[src/lpddr2_settings.svh]
`ifndef LPDDR2_SETTINGS_SVH
`define LPDDR2_SETTINGS_SVH

// avalon word address.
`define LPDDR2_ADDR_W 27

`define LPDDR2_DATA_W 32

// iclk cycles a write waits for cpu-side values to settle.
`define LPDDR2_SETTLE_CYCLES 8

`define LPDDR2_STATE_W 4

`endif
[src/lpddr2_pkg.sv]
`include "lpddr2_settings.svh"

package lpddr2_pkg;

    // exported on the state port, codes are fixed.
    typedef enum logic [`LPDDR2_STATE_W-1:0] {
        INIT       = `LPDDR2_STATE_W'd0,
        IDLE       = `LPDDR2_STATE_W'd1,
        WRITE      = `LPDDR2_STATE_W'd2,
        WAIT_WRITE = `LPDDR2_STATE_W'd3,
        READ       = `LPDDR2_STATE_W'd4,
        WAIT_READ  = `LPDDR2_STATE_W'd5
    } bridge_state_t;

    typedef enum logic [1:0] {
        CMD_NONE  = 2'd0,
        CMD_READ  = 2'd1,
        CMD_WRITE = 2'd2
    } mem_cmd_t;

endpackage

[src/mem_cmd_if.sv]
`timescale 1ns/1ps
`include "lpddr2_settings.svh"

interface mem_cmd_if;

    lpddr2_pkg::mem_cmd_t        cmd;         // one-cycle pulse.
    logic [`LPDDR2_ADDR_W-1:0]   addr;
    logic [`LPDDR2_DATA_W-1:0]   wdata;
    logic                        done;        // command finished.
    logic                        rdata_valid; // with done, reads only.

    modport ctrl (
        output cmd,
        output addr,
        output wdata,
        input  done,
        input  rdata_valid
    );

    modport port (
        input  cmd,
        input  addr,
        input  wdata,
        output done,
        output rdata_valid
    );

endinterface

[src/lpddr2_memory.sv]
`timescale 1ns/1ps
`include "lpddr2_settings.svh"

module lpddr2_memory (
    input  logic                       iCLK,
    input  logic                       iRST_n,
    input  logic                       i_cpu_clk,
    input  logic                       read_req_raw,
    input  logic                       write_req_raw,
    input  logic [`LPDDR2_ADDR_W-1:0]  addr,
    input  logic [`LPDDR2_DATA_W-1:0]  in_data,
    output logic [`LPDDR2_DATA_W-1:0]  out_data,
    input  logic                       local_init_done,
    input  logic                       avl_waitrequest_n,
    output logic [`LPDDR2_ADDR_W-1:0]  avl_address,
    input  logic                       avl_readdatavalid,
    input  logic [`LPDDR2_DATA_W-1:0]  avl_readdata,
    output logic [`LPDDR2_DATA_W-1:0]  avl_writedata,
    output logic                       avl_read,
    output logic                       avl_write,
    output logic                       avl_burstbegin,
    output lpddr2_pkg::bridge_state_t  state
);

    logic read_pulse;
    logic write_pulse;

    mem_cmd_if cmd_bus ();

    lpddr2_req_sync req_sync_inst (
        .iCLK          (iCLK),
        .iRST_n        (iRST_n),
        .i_cpu_clk     (i_cpu_clk),
        .read_req_raw  (read_req_raw),
        .write_req_raw (write_req_raw),
        .read_pulse    (read_pulse),
        .write_pulse   (write_pulse)
    );

    lpddr2_ctrl ctrl_inst (
        .iCLK            (iCLK),
        .iRST_n          (iRST_n),
        .local_init_done (local_init_done),
        .read_pulse      (read_pulse),
        .write_pulse     (write_pulse),
        .addr            (addr),
        .in_data         (in_data),
        .state           (state),
        .cmd_bus         (cmd_bus.ctrl)
    );

    lpddr2_avl_port avl_port_inst (
        .iCLK              (iCLK),
        .iRST_n            (iRST_n),
        .avl_waitrequest_n (avl_waitrequest_n),
        .avl_readdatavalid (avl_readdatavalid),
        .avl_readdata      (avl_readdata),
        .avl_address       (avl_address),
        .avl_writedata     (avl_writedata),
        .avl_read          (avl_read),
        .avl_write         (avl_write),
        .avl_burstbegin    (avl_burstbegin),
        .out_data          (out_data),
        .cmd_bus           (cmd_bus.port)
    );

endmodule

[src/lpddr2_avl_port.sv]
`timescale 1ns/1ps
`include "lpddr2_settings.svh"

module lpddr2_avl_port (
    input  logic                       iCLK,
    input  logic                       iRST_n,
    input  logic                       avl_waitrequest_n,
    input  logic                       avl_readdatavalid,
    input  logic [`LPDDR2_DATA_W-1:0]  avl_readdata,
    output logic [`LPDDR2_ADDR_W-1:0]  avl_address,
    output logic [`LPDDR2_DATA_W-1:0]  avl_writedata,
    output logic                       avl_read,
    output logic                       avl_write,
    output logic                       avl_burstbegin,
    output logic [`LPDDR2_DATA_W-1:0]  out_data,
    mem_cmd_if.port                    cmd_bus
);

    logic rd_pending; // read accepted, data not yet back.

    assign avl_burstbegin = avl_read | avl_write;

    always_ff @(posedge iCLK) begin
        if (cmd_bus.cmd != lpddr2_pkg::CMD_NONE) begin
            avl_address <= cmd_bus.addr;
        end
        if (cmd_bus.cmd == lpddr2_pkg::CMD_WRITE) begin
            avl_writedata <= cmd_bus.wdata;
        end
    end

    always_ff @(posedge iCLK) begin
        if (!iRST_n) begin
            avl_read            <= 1'b0;
            avl_write           <= 1'b0;
            rd_pending          <= 1'b0;
            cmd_bus.done        <= 1'b0;
            cmd_bus.rdata_valid <= 1'b0;
            out_data            <= '0;
        end else begin
            cmd_bus.done        <= 1'b0;
            cmd_bus.rdata_valid <= 1'b0;
            if (cmd_bus.cmd == lpddr2_pkg::CMD_READ) begin
                avl_read <= 1'b1;
            end else if (cmd_bus.cmd == lpddr2_pkg::CMD_WRITE) begin
                avl_write <= 1'b1;
            end
            if (avl_write && avl_waitrequest_n) begin
                avl_write    <= 1'b0;
                cmd_bus.done <= 1'b1; // write done on acceptance.
            end
            if (avl_read && avl_waitrequest_n) begin
                avl_read   <= 1'b0;
                rd_pending <= 1'b1;
            end
            if (rd_pending && avl_readdatavalid) begin
                rd_pending          <= 1'b0;
                out_data            <= avl_readdata;
                cmd_bus.done        <= 1'b1;
                cmd_bus.rdata_valid <= 1'b1;
            end
        end
    end

    // held under back-pressure.
    a_hold_stable: assert property (@(posedge iCLK) disable iff (!iRST_n)
        (avl_burstbegin && !avl_waitrequest_n) |=>
            $stable(avl_address) && $stable(avl_read) && $stable(avl_write) &&
            (!avl_write || $stable(avl_writedata)));

    a_rd_wr_excl: assert property (@(posedge iCLK) disable iff (!iRST_n)
        !(avl_read && avl_write));

endmodule

[src/lpddr2_ctrl.sv]
`timescale 1ns/1ps
`include "lpddr2_settings.svh"

module lpddr2_ctrl (
    input  logic                       iCLK,
    input  logic                       iRST_n,
    input  logic                       local_init_done,
    input  logic                       read_pulse,
    input  logic                       write_pulse,
    input  logic [`LPDDR2_ADDR_W-1:0]  addr,
    input  logic [`LPDDR2_DATA_W-1:0]  in_data,
    output lpddr2_pkg::bridge_state_t  state,
    mem_cmd_if.ctrl                    cmd_bus
);

    localparam int CNT_W = $clog2(`LPDDR2_SETTLE_CYCLES + 1);

    logic [CNT_W-1:0] settle_cnt;
    logic             settle_last;

    assign settle_last = (state == lpddr2_pkg::WRITE) &&
                         (settle_cnt == CNT_W'(`LPDDR2_SETTLE_CYCLES - 1));

    // address and data are taken straight from the cpu side when the command fires.
    assign cmd_bus.addr  = addr;
    assign cmd_bus.wdata = in_data;

    always_comb begin
        cmd_bus.cmd = lpddr2_pkg::CMD_NONE;
        if (state == lpddr2_pkg::IDLE && read_pulse) begin
            cmd_bus.cmd = lpddr2_pkg::CMD_READ;
        end else if (settle_last) begin
            cmd_bus.cmd = lpddr2_pkg::CMD_WRITE;
        end
    end

    always_ff @(posedge iCLK) begin
        if (!iRST_n) begin
            state      <= lpddr2_pkg::INIT;
            settle_cnt <= '0;
        end else begin
            case (state)
                lpddr2_pkg::INIT: begin
                    if (local_init_done) begin
                        state <= lpddr2_pkg::IDLE; // calibration finished.
                    end
                end
                lpddr2_pkg::IDLE: begin
                    settle_cnt <= '0;
                    if (read_pulse) begin
                        state <= lpddr2_pkg::READ;
                    end else if (write_pulse) begin
                        state <= lpddr2_pkg::WRITE;
                    end
                end
                lpddr2_pkg::WRITE: begin
                    if (settle_last) begin
                        state <= lpddr2_pkg::WAIT_WRITE;
                    end else begin
                        settle_cnt <= settle_cnt + 1'b1;
                    end
                end
                lpddr2_pkg::WAIT_WRITE: begin
                    if (cmd_bus.done) begin
                        state <= lpddr2_pkg::IDLE;
                    end
                end
                // avl_read goes up here, acceptance and data follow in wait_read.
                lpddr2_pkg::READ: state <= lpddr2_pkg::WAIT_READ;
                lpddr2_pkg::WAIT_READ: begin
                    if (cmd_bus.done) begin
                        state <= lpddr2_pkg::IDLE;
                    end
                end
                default: state <= lpddr2_pkg::INIT;
            endcase
        end
    end

    // a write fires a full settle count after idle.
    a_write_settle: assert property (@(posedge iCLK) disable iff (!iRST_n)
        (cmd_bus.cmd == lpddr2_pkg::CMD_WRITE) |->
            $past(state, `LPDDR2_SETTLE_CYCLES) == lpddr2_pkg::IDLE);

    // done must match the kind of wait we are in.
    a_done_in_wait: assert property (@(posedge iCLK) disable iff (!iRST_n)
        cmd_bus.done |-> state == (cmd_bus.rdata_valid ? lpddr2_pkg::WAIT_READ
                                                       : lpddr2_pkg::WAIT_WRITE));

endmodule

[src/lpddr2_req_sync.sv]
`timescale 1ns/1ps

module lpddr2_req_sync (
    input  logic iCLK,
    input  logic iRST_n,
    input  logic i_cpu_clk,
    input  logic read_req_raw,
    input  logic write_req_raw,
    output logic read_pulse,
    output logic write_pulse
);

    logic cpu_clk_prev;
    logic read_prev;
    logic write_prev;
    logic allow;
    logic cpu_rise;
    logic read_edge;
    logic write_edge;
    logic read_take;
    logic write_take;

    assign cpu_rise   = i_cpu_clk & ~cpu_clk_prev;
    assign read_edge  = read_req_raw & ~read_prev;
    assign write_edge = write_req_raw & ~write_prev;

    // read wins a tie.
    assign read_take  = read_edge & allow;
    assign write_take = write_edge & ~read_edge & allow;

    always_ff @(posedge iCLK) begin
        if (!iRST_n) begin
            cpu_clk_prev <= 1'b0;
            read_prev    <= 1'b0;
            write_prev   <= 1'b0;
            allow        <= 1'b0;
            read_pulse   <= 1'b0;
            write_pulse  <= 1'b0;
        end else begin
            cpu_clk_prev <= i_cpu_clk;
            read_prev    <= read_req_raw;
            write_prev   <= write_req_raw;
            read_pulse   <= read_take;
            write_pulse  <= write_take;
            if (cpu_rise) begin
                allow <= 1'b1; // new cpu period.
            end else if (read_take || write_take) begin
                allow <= 1'b0;
            end
        end
    end

    // a second pulse needs a new cpu period.
    a_one_per_period: assert property (@(posedge iCLK) disable iff (!iRST_n)
        (read_pulse || write_pulse) && !$past(cpu_rise) |=> !(read_pulse || write_pulse));

endmodule

[config.mk]
export PLATFORM = sky130hd
export DESIGN_NAME = lpddr2_memory
export DESIGN_NICKNAME = d
export VERILOG_FILES = /design/src/lpddr2_pkg.sv /design/src/mem_cmd_if.sv /design/src/lpddr2_memory.sv /design/src/lpddr2_avl_port.sv /design/src/lpddr2_ctrl.sv /design/src/lpddr2_req_sync.sv
export VERILOG_INCLUDE_DIRS = /design/src
export SDC_FILE = /design/constraint.sdc
export NUM_CORES = 1
export LEC_CHECK = 0
export BUFFER_PORTS_ARGS = -buffer_cell sky130_fd_sc_hd__buf_2
export CAP_MARGIN = 10
export CELL_PAD_IN_SITES_DETAIL_PLACEMENT = 2
export CELL_PAD_IN_SITES_GLOBAL_PLACEMENT = 2
export CORE_AREA = 8 8 122 124
export CTS_CLUSTER_SIZE = 8
export DETAILED_ROUTE_END_ITERATION = 8
export DIE_AREA = 0 0 130 132
export PLACE_DENSITY = 0.81
export SYNTH_ARGS = -nofsm -noshare
export SYNTH_HDL_FRONTEND = slang
export SYNTH_SLANG_ARGS = --single-unit
[constraint.sdc]
create_clock -name iCLK -period 10.4 [get_ports iCLK]
set_input_delay 1.04 -clock iCLK [delete_from_list [all_inputs] [get_ports iCLK]]
set_output_delay 1.04 -clock iCLK [all_outputs]
set_load 0.005 [all_outputs]
==> results of run 1 <==
-- registers in the layout (all words and copies together) (netlist names) --
signal / count
avl_port_inst.out_data: 32
avl_port_inst.rd_pending: 1
avl_port_inst.avl_write: 1
avl_port_inst.avl_writedata: 32
req_sync_inst.write_pulse: 1
req_sync_inst.allow: 1
avl_port_inst.avl_read: 1
avl_port_inst.cmd_bus.done: 1
ctrl_inst.state: 3
avl_port_inst.avl_address: 27
req_sync_inst.write_prev: 1
ctrl_inst.settle_cnt: 4
req_sync_inst.cpu_clk_prev: 1
req_sync_inst.read_pulse: 1
req_sync_inst.read_prev: 1
-- area by class of cell --
| cell class | instances | area share |
|---|---|---|
| clock buffer | 9 | 0.04392 |
| multi-input combinational | 155 | 0.1654 |
| timing repair buffer | 196 | 0.1918 |
| inverter | 4 | 0.002928 |
| sequential | 108 | 0.5368 |
| tap | 176 | 0.04295 |
| clock inverter | 7 | 0.01611 |
-- worst register-to-register path, stage by stage, from the launching register on --
cell	delay, ns
dfxtp_1	0.47
or3b_1	0.52
nor3_2	0.23
a31o_2	0.60
-- metrics by stage --
stage / hold slack, ns / util / total power [mW]
global placement: 0.3911 / 0.3713 / 0.4908
CTS: 0.4236 / 0.3950 / 0.8474
detailed placement: 0.4128 / 0.3713 / 0.4936
floorplan: 0.3881 / - / 0.4711
finish: 0.4178 / 0.3950 / 0.8382
global route: 0.4437 / 0.3950 / 0.8644
-- worst max path at each step --
stage | start | end | slack (ns)
2_1_floorplan | ctrl_inst.state[1] | avl_port_inst.avl_address[0] | 6.16
3_3_place_gp | avl_readdatavalid | avl_port_inst.out_data[3] | 7.98
3_5_place_dp | avl_readdatavalid | avl_port_inst.out_data[11] | 7.87
4_1_cts | avl_port_inst.avl_read | avl_burstbegin | 8.15
5_1_grt | avl_readdatavalid | avl_port_inst.out_data[0] | 8.07
6_report | avl_port_inst.avl_read | avl_burstbegin | 8.20
-- logic make-up (layout without fill, tap and decap cells) --
family	count (synthesis)	count (layout)	share of synthesized area
AO/OA/AOI/OAI	49	49	0.09400
adder cells (fa/ha/maj)	1	1	0.003393
buffers and inverters	19	216	0.02477
flip-flops	108	108	0.7465
multiplexers	1	1	0.002715
other	1	1	0.001017
AND/OR/NAND/NOR	103	103	0.1276
-- report_power, final --
part,switching (mW),total [mW],internal [mW]
Sequential,0.00195,0.453,0.451
Clock,0.164,0.355,0.191
Combinational,0.0127,0.0298,0.0171
-- routing by layer --
layer / global-route usage / wire, um / vias up
li1: - / - / 1362
met1: 0.1544 / 4928 / 1382
met2: 0.2405 / 5824 / 163
met3: 0.07767 / 1826 / 14
met4: 0.05552 / 192 / 2
met5: 0 / 9 / -
-- Yosys cell counts, types with 2 or more instances --
master | instances | share of area
nor3_1 | 2 | 0.0027
nand3_1 | 5 | 0.0068
o21ai_0 | 4 | 0.0054
buf_6 | 2 | 0.0061
nor2b_1 | 3 | 0.0051
nand2_1 | 72 | 0.073
and2_1 | 4 | 0.0068
clkbuf_1 | 11 | 0.011
inv_1 | 4 | 0.0041
nor3b_1 | 2 | 0.0041
dfxtp_1 | 49 | 0.27
o21a_1 | 2 | 0.0041
o31ai_1 | 2 | 0.0041
a21boi_0 | 33 | 0.067
edfxtp_1 | 59 | 0.48
nor2_1 | 4 | 0.0041
a21oi_1 | 4 | 0.0054
==> flow_summary_export.csv, run 1 <==
group,metric,value,unit
critical_path,path_delay_family,"flip-flops",
grt,grt_antenna_before_repair,1,
route,vias,2923,
timing,slew_violations,0,
yosys,synth_cell_types,37,
critical_path,path_buf_inv,1,
route,drt_iter0_drc,96,
critical_path,critPathArrivalTime,1.16,ns
finish,layout_commonest_cell,"buf_2",
placed_design,hpwl,10290,um
route,wl,12780,um
floorplanning,die-area,17160,um^2
route,first_pass_iters,4,
grt,grt-ovfl-total,0,
placed_design,post-place-ws,7.870,ns
run_status,outcome,"finished, final reports clean",
critical_path,path_cells,"or2_2, buf_2",
grt,grt_pass1_wl,19090,um
power,p_leak,2.117,nW
finish,syn_to_final_growth,39.06,%
yosys,ys_seq_elements,108,
critical_path,cp_max_fo,5,
critical_path,r2r_start,"ctrl_inst.state[1]",
route,antenna_left,0,
hold_path,hold_depth,1,
floorplanning,die_w,130,um
floorplanning,die_h,132,um
finish,fin_area,5127,um^2
cts,ctsRootBufferMaster,"clkbuf_16",
grt,grt_max_degree,47,
finish,layout.cells.most_common_list,"195 x buf_2, 72 x nand2_1, 59 x edfxtp_1, 49 x dfxtp_1, 33 x a21boi_0",
critical_path,end_kind,"output pin",
cts,cts-resized-gates,0,
route,wire_per_inst,19.51,um
yosys,syn_inst,282,
floorplanning,initial_utilization,0.2841,
hold_path,hold-path-endpoint,"req_sync_inst.allow",
finish,fillers,1421,
yosys,synth_warnings,0,
timing,maxSlewHeadroom,0.2421,
cts,cts_buffers,9,
yosys,synth_edf_count,59,
hold_path,hold_class,"register to register",
yosys,synth_flop_cell,"edfxtp_1",
floorplanning,rows,42,
timing,worst_pin_slew,1.137,ns
critical_path,crit_required,9.36,ns
timing,rsz0062_at_grt,"false",
timing,setup_tns,0,ns
route,drc_errors,0,
floorplanning,core,12980,um^2
timing,finalSetupViolCount,0,
cts,cts_tree,"built",
timing,setup_slack,8.197,ns
grt,grt_util_all_layers,0.1464,
cts,cts_buffer_depth,2,
yosys,synthesis.nets,382,
route,via_per_inst,4.463,
critical_path,crit_path_top_delay_cell,"dfxtp_1",
cts,path_clk_slew,0.07,ns
yosys,syn_area,3687,um^2
timing,fmax,454.0,MHz
cts,clock-sinks,108,
critical_path,r2r_cells,3,
placed_design,gp_congestion,0.7677,
yosys,syn_area_per_cell,13.08,um^2
power,power-per-cell-area,163.5,nW/um^2
yosys,yosysSeqAreaShare,0.7465,
critical_path,cp_slowest_stage_delay,0.37,ns
placed_design,dp_cells,639,
critical_path,reg2reg_to,"avl_port_inst.avl_address[25]",
cts,htreeDepth,3,
placed_design,dpl_cell_area,4820,um^2
critical_path,start_kind,"register",
cts,clkLatencyLatePin,0.35,ns
finish,drive_above_1_share,0.4530,
timing,fin_crit,2.203,ns
finish,layout.area.seq,2753,um^2
flow_run,maxCapViolCount,0,
grt,first_global_vias,3178,
timing,finalHoldViolCount,0,
finish,multi_input_area,848.3,um^2
yosys,ys_async_sr_fraction,0,
timing,fin_crit_sh,0.2118,
finish,fin_cells,655,
critical_path,crit_cells,2,
critical_path,reg2reg_slack,8.22,ns
floorplanning,io_pins,197,
power,peakVddDrop,0.00006039,V
hold_path,min-delay-start,"req_sync_inst.cpu_clk_prev",
finish,antenna_cells,0,
critical_path,crit_type,"register to output pin",
cts,postCtsSetupRepairBufs,0,
cts,hold_buffers,0,
placed_design,port_buffers,195,
finish,final_net_count,574,
timing,skew,0.006977,ns
(Power assumes the default switching activity.)
==> inputs of run 2 (changes only) <==
- ABC_AREA: unset -> 1
- CORE_AREA: 8 8 122 124 -> 8 8 128 130
- DIE_AREA: 0 0 130 132 -> 0 0 136 138
- PLACE_DENSITY: 0.81 -> 0.75
- clock period: 10.4 -> 2.29 ns (I/O delays scaled with it)
==> run 2 against run 1 <==
Against the previous run:
- area after synthesis fell by 0.58%
- synthesized cell count rose by 12%
- non-clock buffer count rose by 4
- global-route usage fell by 1.5 points
- critical endpoint is now avl_port_inst.avl_writedata[6]
- clock skew rose by 0.00092 ns
- highest routed layer is now met4
- core utilization fell by 3.5 points
- sequential cell count did not move
- final area rose by 0.56%
- critical path depth rose by 4
==> flow_summary_export.csv, run 2 <==
group,metric,value,unit
route,wire_per_inst,17.65,um
power,clockPowerShare,0.366,
hold_path,hold_class,"input pin to register",
timing,slew_violations,0,
critical_path,end_kind,"register",
critical_path,start_kind,"register",
yosys,post-synth-top-count-cell,"nor2_1",
critical_path,cp_max_fo,33,
cts,cts_buffer_depth,2,
yosys,syn_area_per_cell,11.64,um^2
grt,grt_pass1_wl,18940,um
critical_path,r2r_cells,6,
route,drt_iter0_drc,107,
critical_path,reg2reg_slack,0.52,ns
timing,finalSetupViolCount,0,
finish,antenna_cells,0,
timing,setup_tns,0,ns
yosys,synth_flop_cell,"edfxtp_1",
critical_path,crit_type,"register to register",
timing,fin_crit_sh,0.7745,
flow_run,maxCapViolCount,0,
yosys,synthTopCellsByCount,"81 x nor2_1, 59 x edfxtp_1, 49 x dfxtp_1",
yosys,synthesis.nets,415,
cts,clkLatencyLatePin,0.34,ns
cts,cts-resized-gates,0,
finish,drive_above_1_share,0.4412,
yosys,yosys.area.top_type,"edfxtp_1",
power,p_leak,2.297,nW
power,peakVddDrop,0.0003058,V
yosys,synth_edf_count,59,
hold_path,hold-path-endpoint,"avl_port_inst.avl_writedata[24]",
power,swShare,0.2550,
cts,ctsRootBufferMaster,"clkbuf_16",
grt,grt_util_all_layers,0.1313,
timing,skew,0.007899,ns
floorplanning,die-area,18770,um^2
finish,layout_commonest_cell,"buf_2",
timing,fmax,563.8,MHz
route,m1WireLength,4741,um
timing,finalHoldViolCount,0,
cts,clock-sinks,108,
yosys,ys_seq_elements,108,
power,p_int,3.151,mW
placed_design,gp_congestion,0.7673,
grt,first_global_vias,3405,
route,wl,12410,um
route,via_per_inst,4.273,
yosys,synth_cell_types,26,
yosys,ys_async_sr_fraction,0,
route,first_pass_iters,4,
finish,final_net_count,614,
power,p_switching,1.079,mW
route,vias,3004,
finish,largestRegisters,"avl_port_inst.avl_writedata: 32 flops, avl_port_inst.out_data: 32 flops, avl_port_inst.avl_address: 27 flops",
critical_path,crit_required,2.29,ns
hold_path,min-delay-start,"in_data[24]",
grt,grt_max_degree,34,
floorplanning,die_h,138,um
floorplanning,die_w,136,um
cts,postCtsSetupRepairBufs,0,
run_status,outcome,"finished, final reports clean",
power,combPwrFrac,0.126,
floorplanning,io_pins,197,
hold_path,hold_depth,1,
yosys,syn_area,3666,um^2
finish,layout.cells.most_common_list,"195 x buf_2, 80 x nor2_1, 59 x edfxtp_1, 49 x dfxtp_1, 35 x o21ai_0",
yosys,synthTopCellsByArea,"edfxtp_1 48%, dfxtp_1 27%, nor2_1 8.3%",
yosys,syn_inst,315,
power,sequentialPowerShare,0.508,
timing,whs,0.05757,ns
cts,hold_buffers,0,
cts,htreeDepth,3,
route,wl_met3,1225,um
critical_path,reg2reg_to,"avl_port_inst.avl_writedata[6]",
finish,syn_to_final_growth,40.65,%
floorplanning,initial_utilization,0.2561,
yosys,yosysSeqAreaShare,0.7509,
yosys,synth.top_cell.area_share,0.4833,
placed_design,port_buffers,195,
cts,cts_tree,"built",
grt,grt-ovfl-total,0,
route,dr_wl_met2,6274,um
floorplanning,rows,44,
critical_path,r2r_start,"ctrl_inst.settle_cnt[0]",
yosys,synth_warnings,0,
cts,cts_buffers,9,
route,antenna_left,0,
route,maxUsedRoutingLayer,"met4",
floorplanning,core,14310,um^2
route,drc_errors,0,
critical_path,critPathArrivalTime,1.77,ns
timing,fin_crit,1.774,ns
placed_design,hpwl,9879,um
timing,rsz0062_at_grt,"false",
cts,path_clk_slew,0.07,ns
power,power-per-cell-area,820.3,nW/um^2
grt,grt_antenna_before_repair,0,
## run 2: cell families (layout without fill, tap and decap cells)
kind of cell               after synthesis  in the layout  share of synthesized area
buffers and inverters                   33            237                    0.03720
DFF                                    108            108                     0.7509
other                                    1              1                   0.001023
adders and majority gates                1              1                   0.003412
AOI/OAI and AO/OA                       46             46                    0.06382
and+or+nand+nor                        126            126                     0.1437
## run 2: power groups by stage
| stage | sequential [mW] | clock (mW) | combinational (mW) |
|---|---|---|---|
| 6_report | 2.15 | 1.55 | 0.531 |
| 4_1_cts | 2.15 | 1.62 | 0.551 |
| 2_1_floorplan | 2.18 | 0 | 0.316 |
| 3_5_place_dp | 2.19 | 0 | 0.543 |
| 5_1_grt | 2.16 | 1.70 | 0.611 |
| 3_3_place_gp | 2.18 | 0 | 0.504 |
## run 2: critical path: stages, from the launching register on
cell and delay, ns:
dfxtp_1 0.38, ha_1 0.20, nand2_1 0.10, nor2_2 0.13, inv_1 0.13, nor2_4 0.09, buf_4 0.38
## run 2: how the worst max path moves through the flow
| stage | startpoint | to |
|---|---|---|
| final | ctrl_inst.settle_cnt[0] | avl_port_inst.avl_writedata[6] |
| after global routing | ctrl_inst.settle_cnt[0] | avl_port_inst.avl_write |
| after CTS | ctrl_inst.settle_cnt[0] | avl_port_inst.avl_write |
| after detailed placement | ctrl_inst.settle_cnt[0] | avl_port_inst.avl_writedata[23] |
| after global placement | ctrl_inst.settle_cnt[0] | avl_port_inst.avl_writedata[0] |
| after floorplan | ctrl_inst.settle_cnt[0] | avl_port_inst.avl_writedata[0] |
## run 2: area by class of cell
class	count	area, um^2
Clock buffer	10	229.0
Clock inverter	6	63.81
Fill cell	1619	9158
Inverter	21	78.83
Multi-Input combinational cell	174	788.3
Sequential cell	108	2753
Tap cell	184	230.2
Timing Repair Buffer	200	1013
## run 2: metal layers
metal / up-vias / track usage
li1: 1439 / -
met1: 1431 / 0.1392
met2: 124 / 0.2327
met3: 10 / 0.04457
met4: 0 / 0.05032
met5: - / 0
## run 2: per-stage QoR
| stage | std cells | setup slack (ns) | util | cell area (um^2) | power, mW |
|---|---|---|---|---|---|
| after floorplan | 315 | 0.2446 | - | 3672 | 2.500 |
| after global placement | 687 | 0.6324 | 0.3398 | 4863 | 2.688 |
| after detailed placement | 687 | 0.5515 | 0.3398 | 4863 | 2.735 |
| after CTS | 703 | 0.4893 | 0.3602 | 5156 | 4.321 |
| after global routing | 703 | 0.3759 | 0.3602 | 5156 | 4.474 |
| final | 703 | 0.5165 | 0.3602 | 5156 | 4.229 |
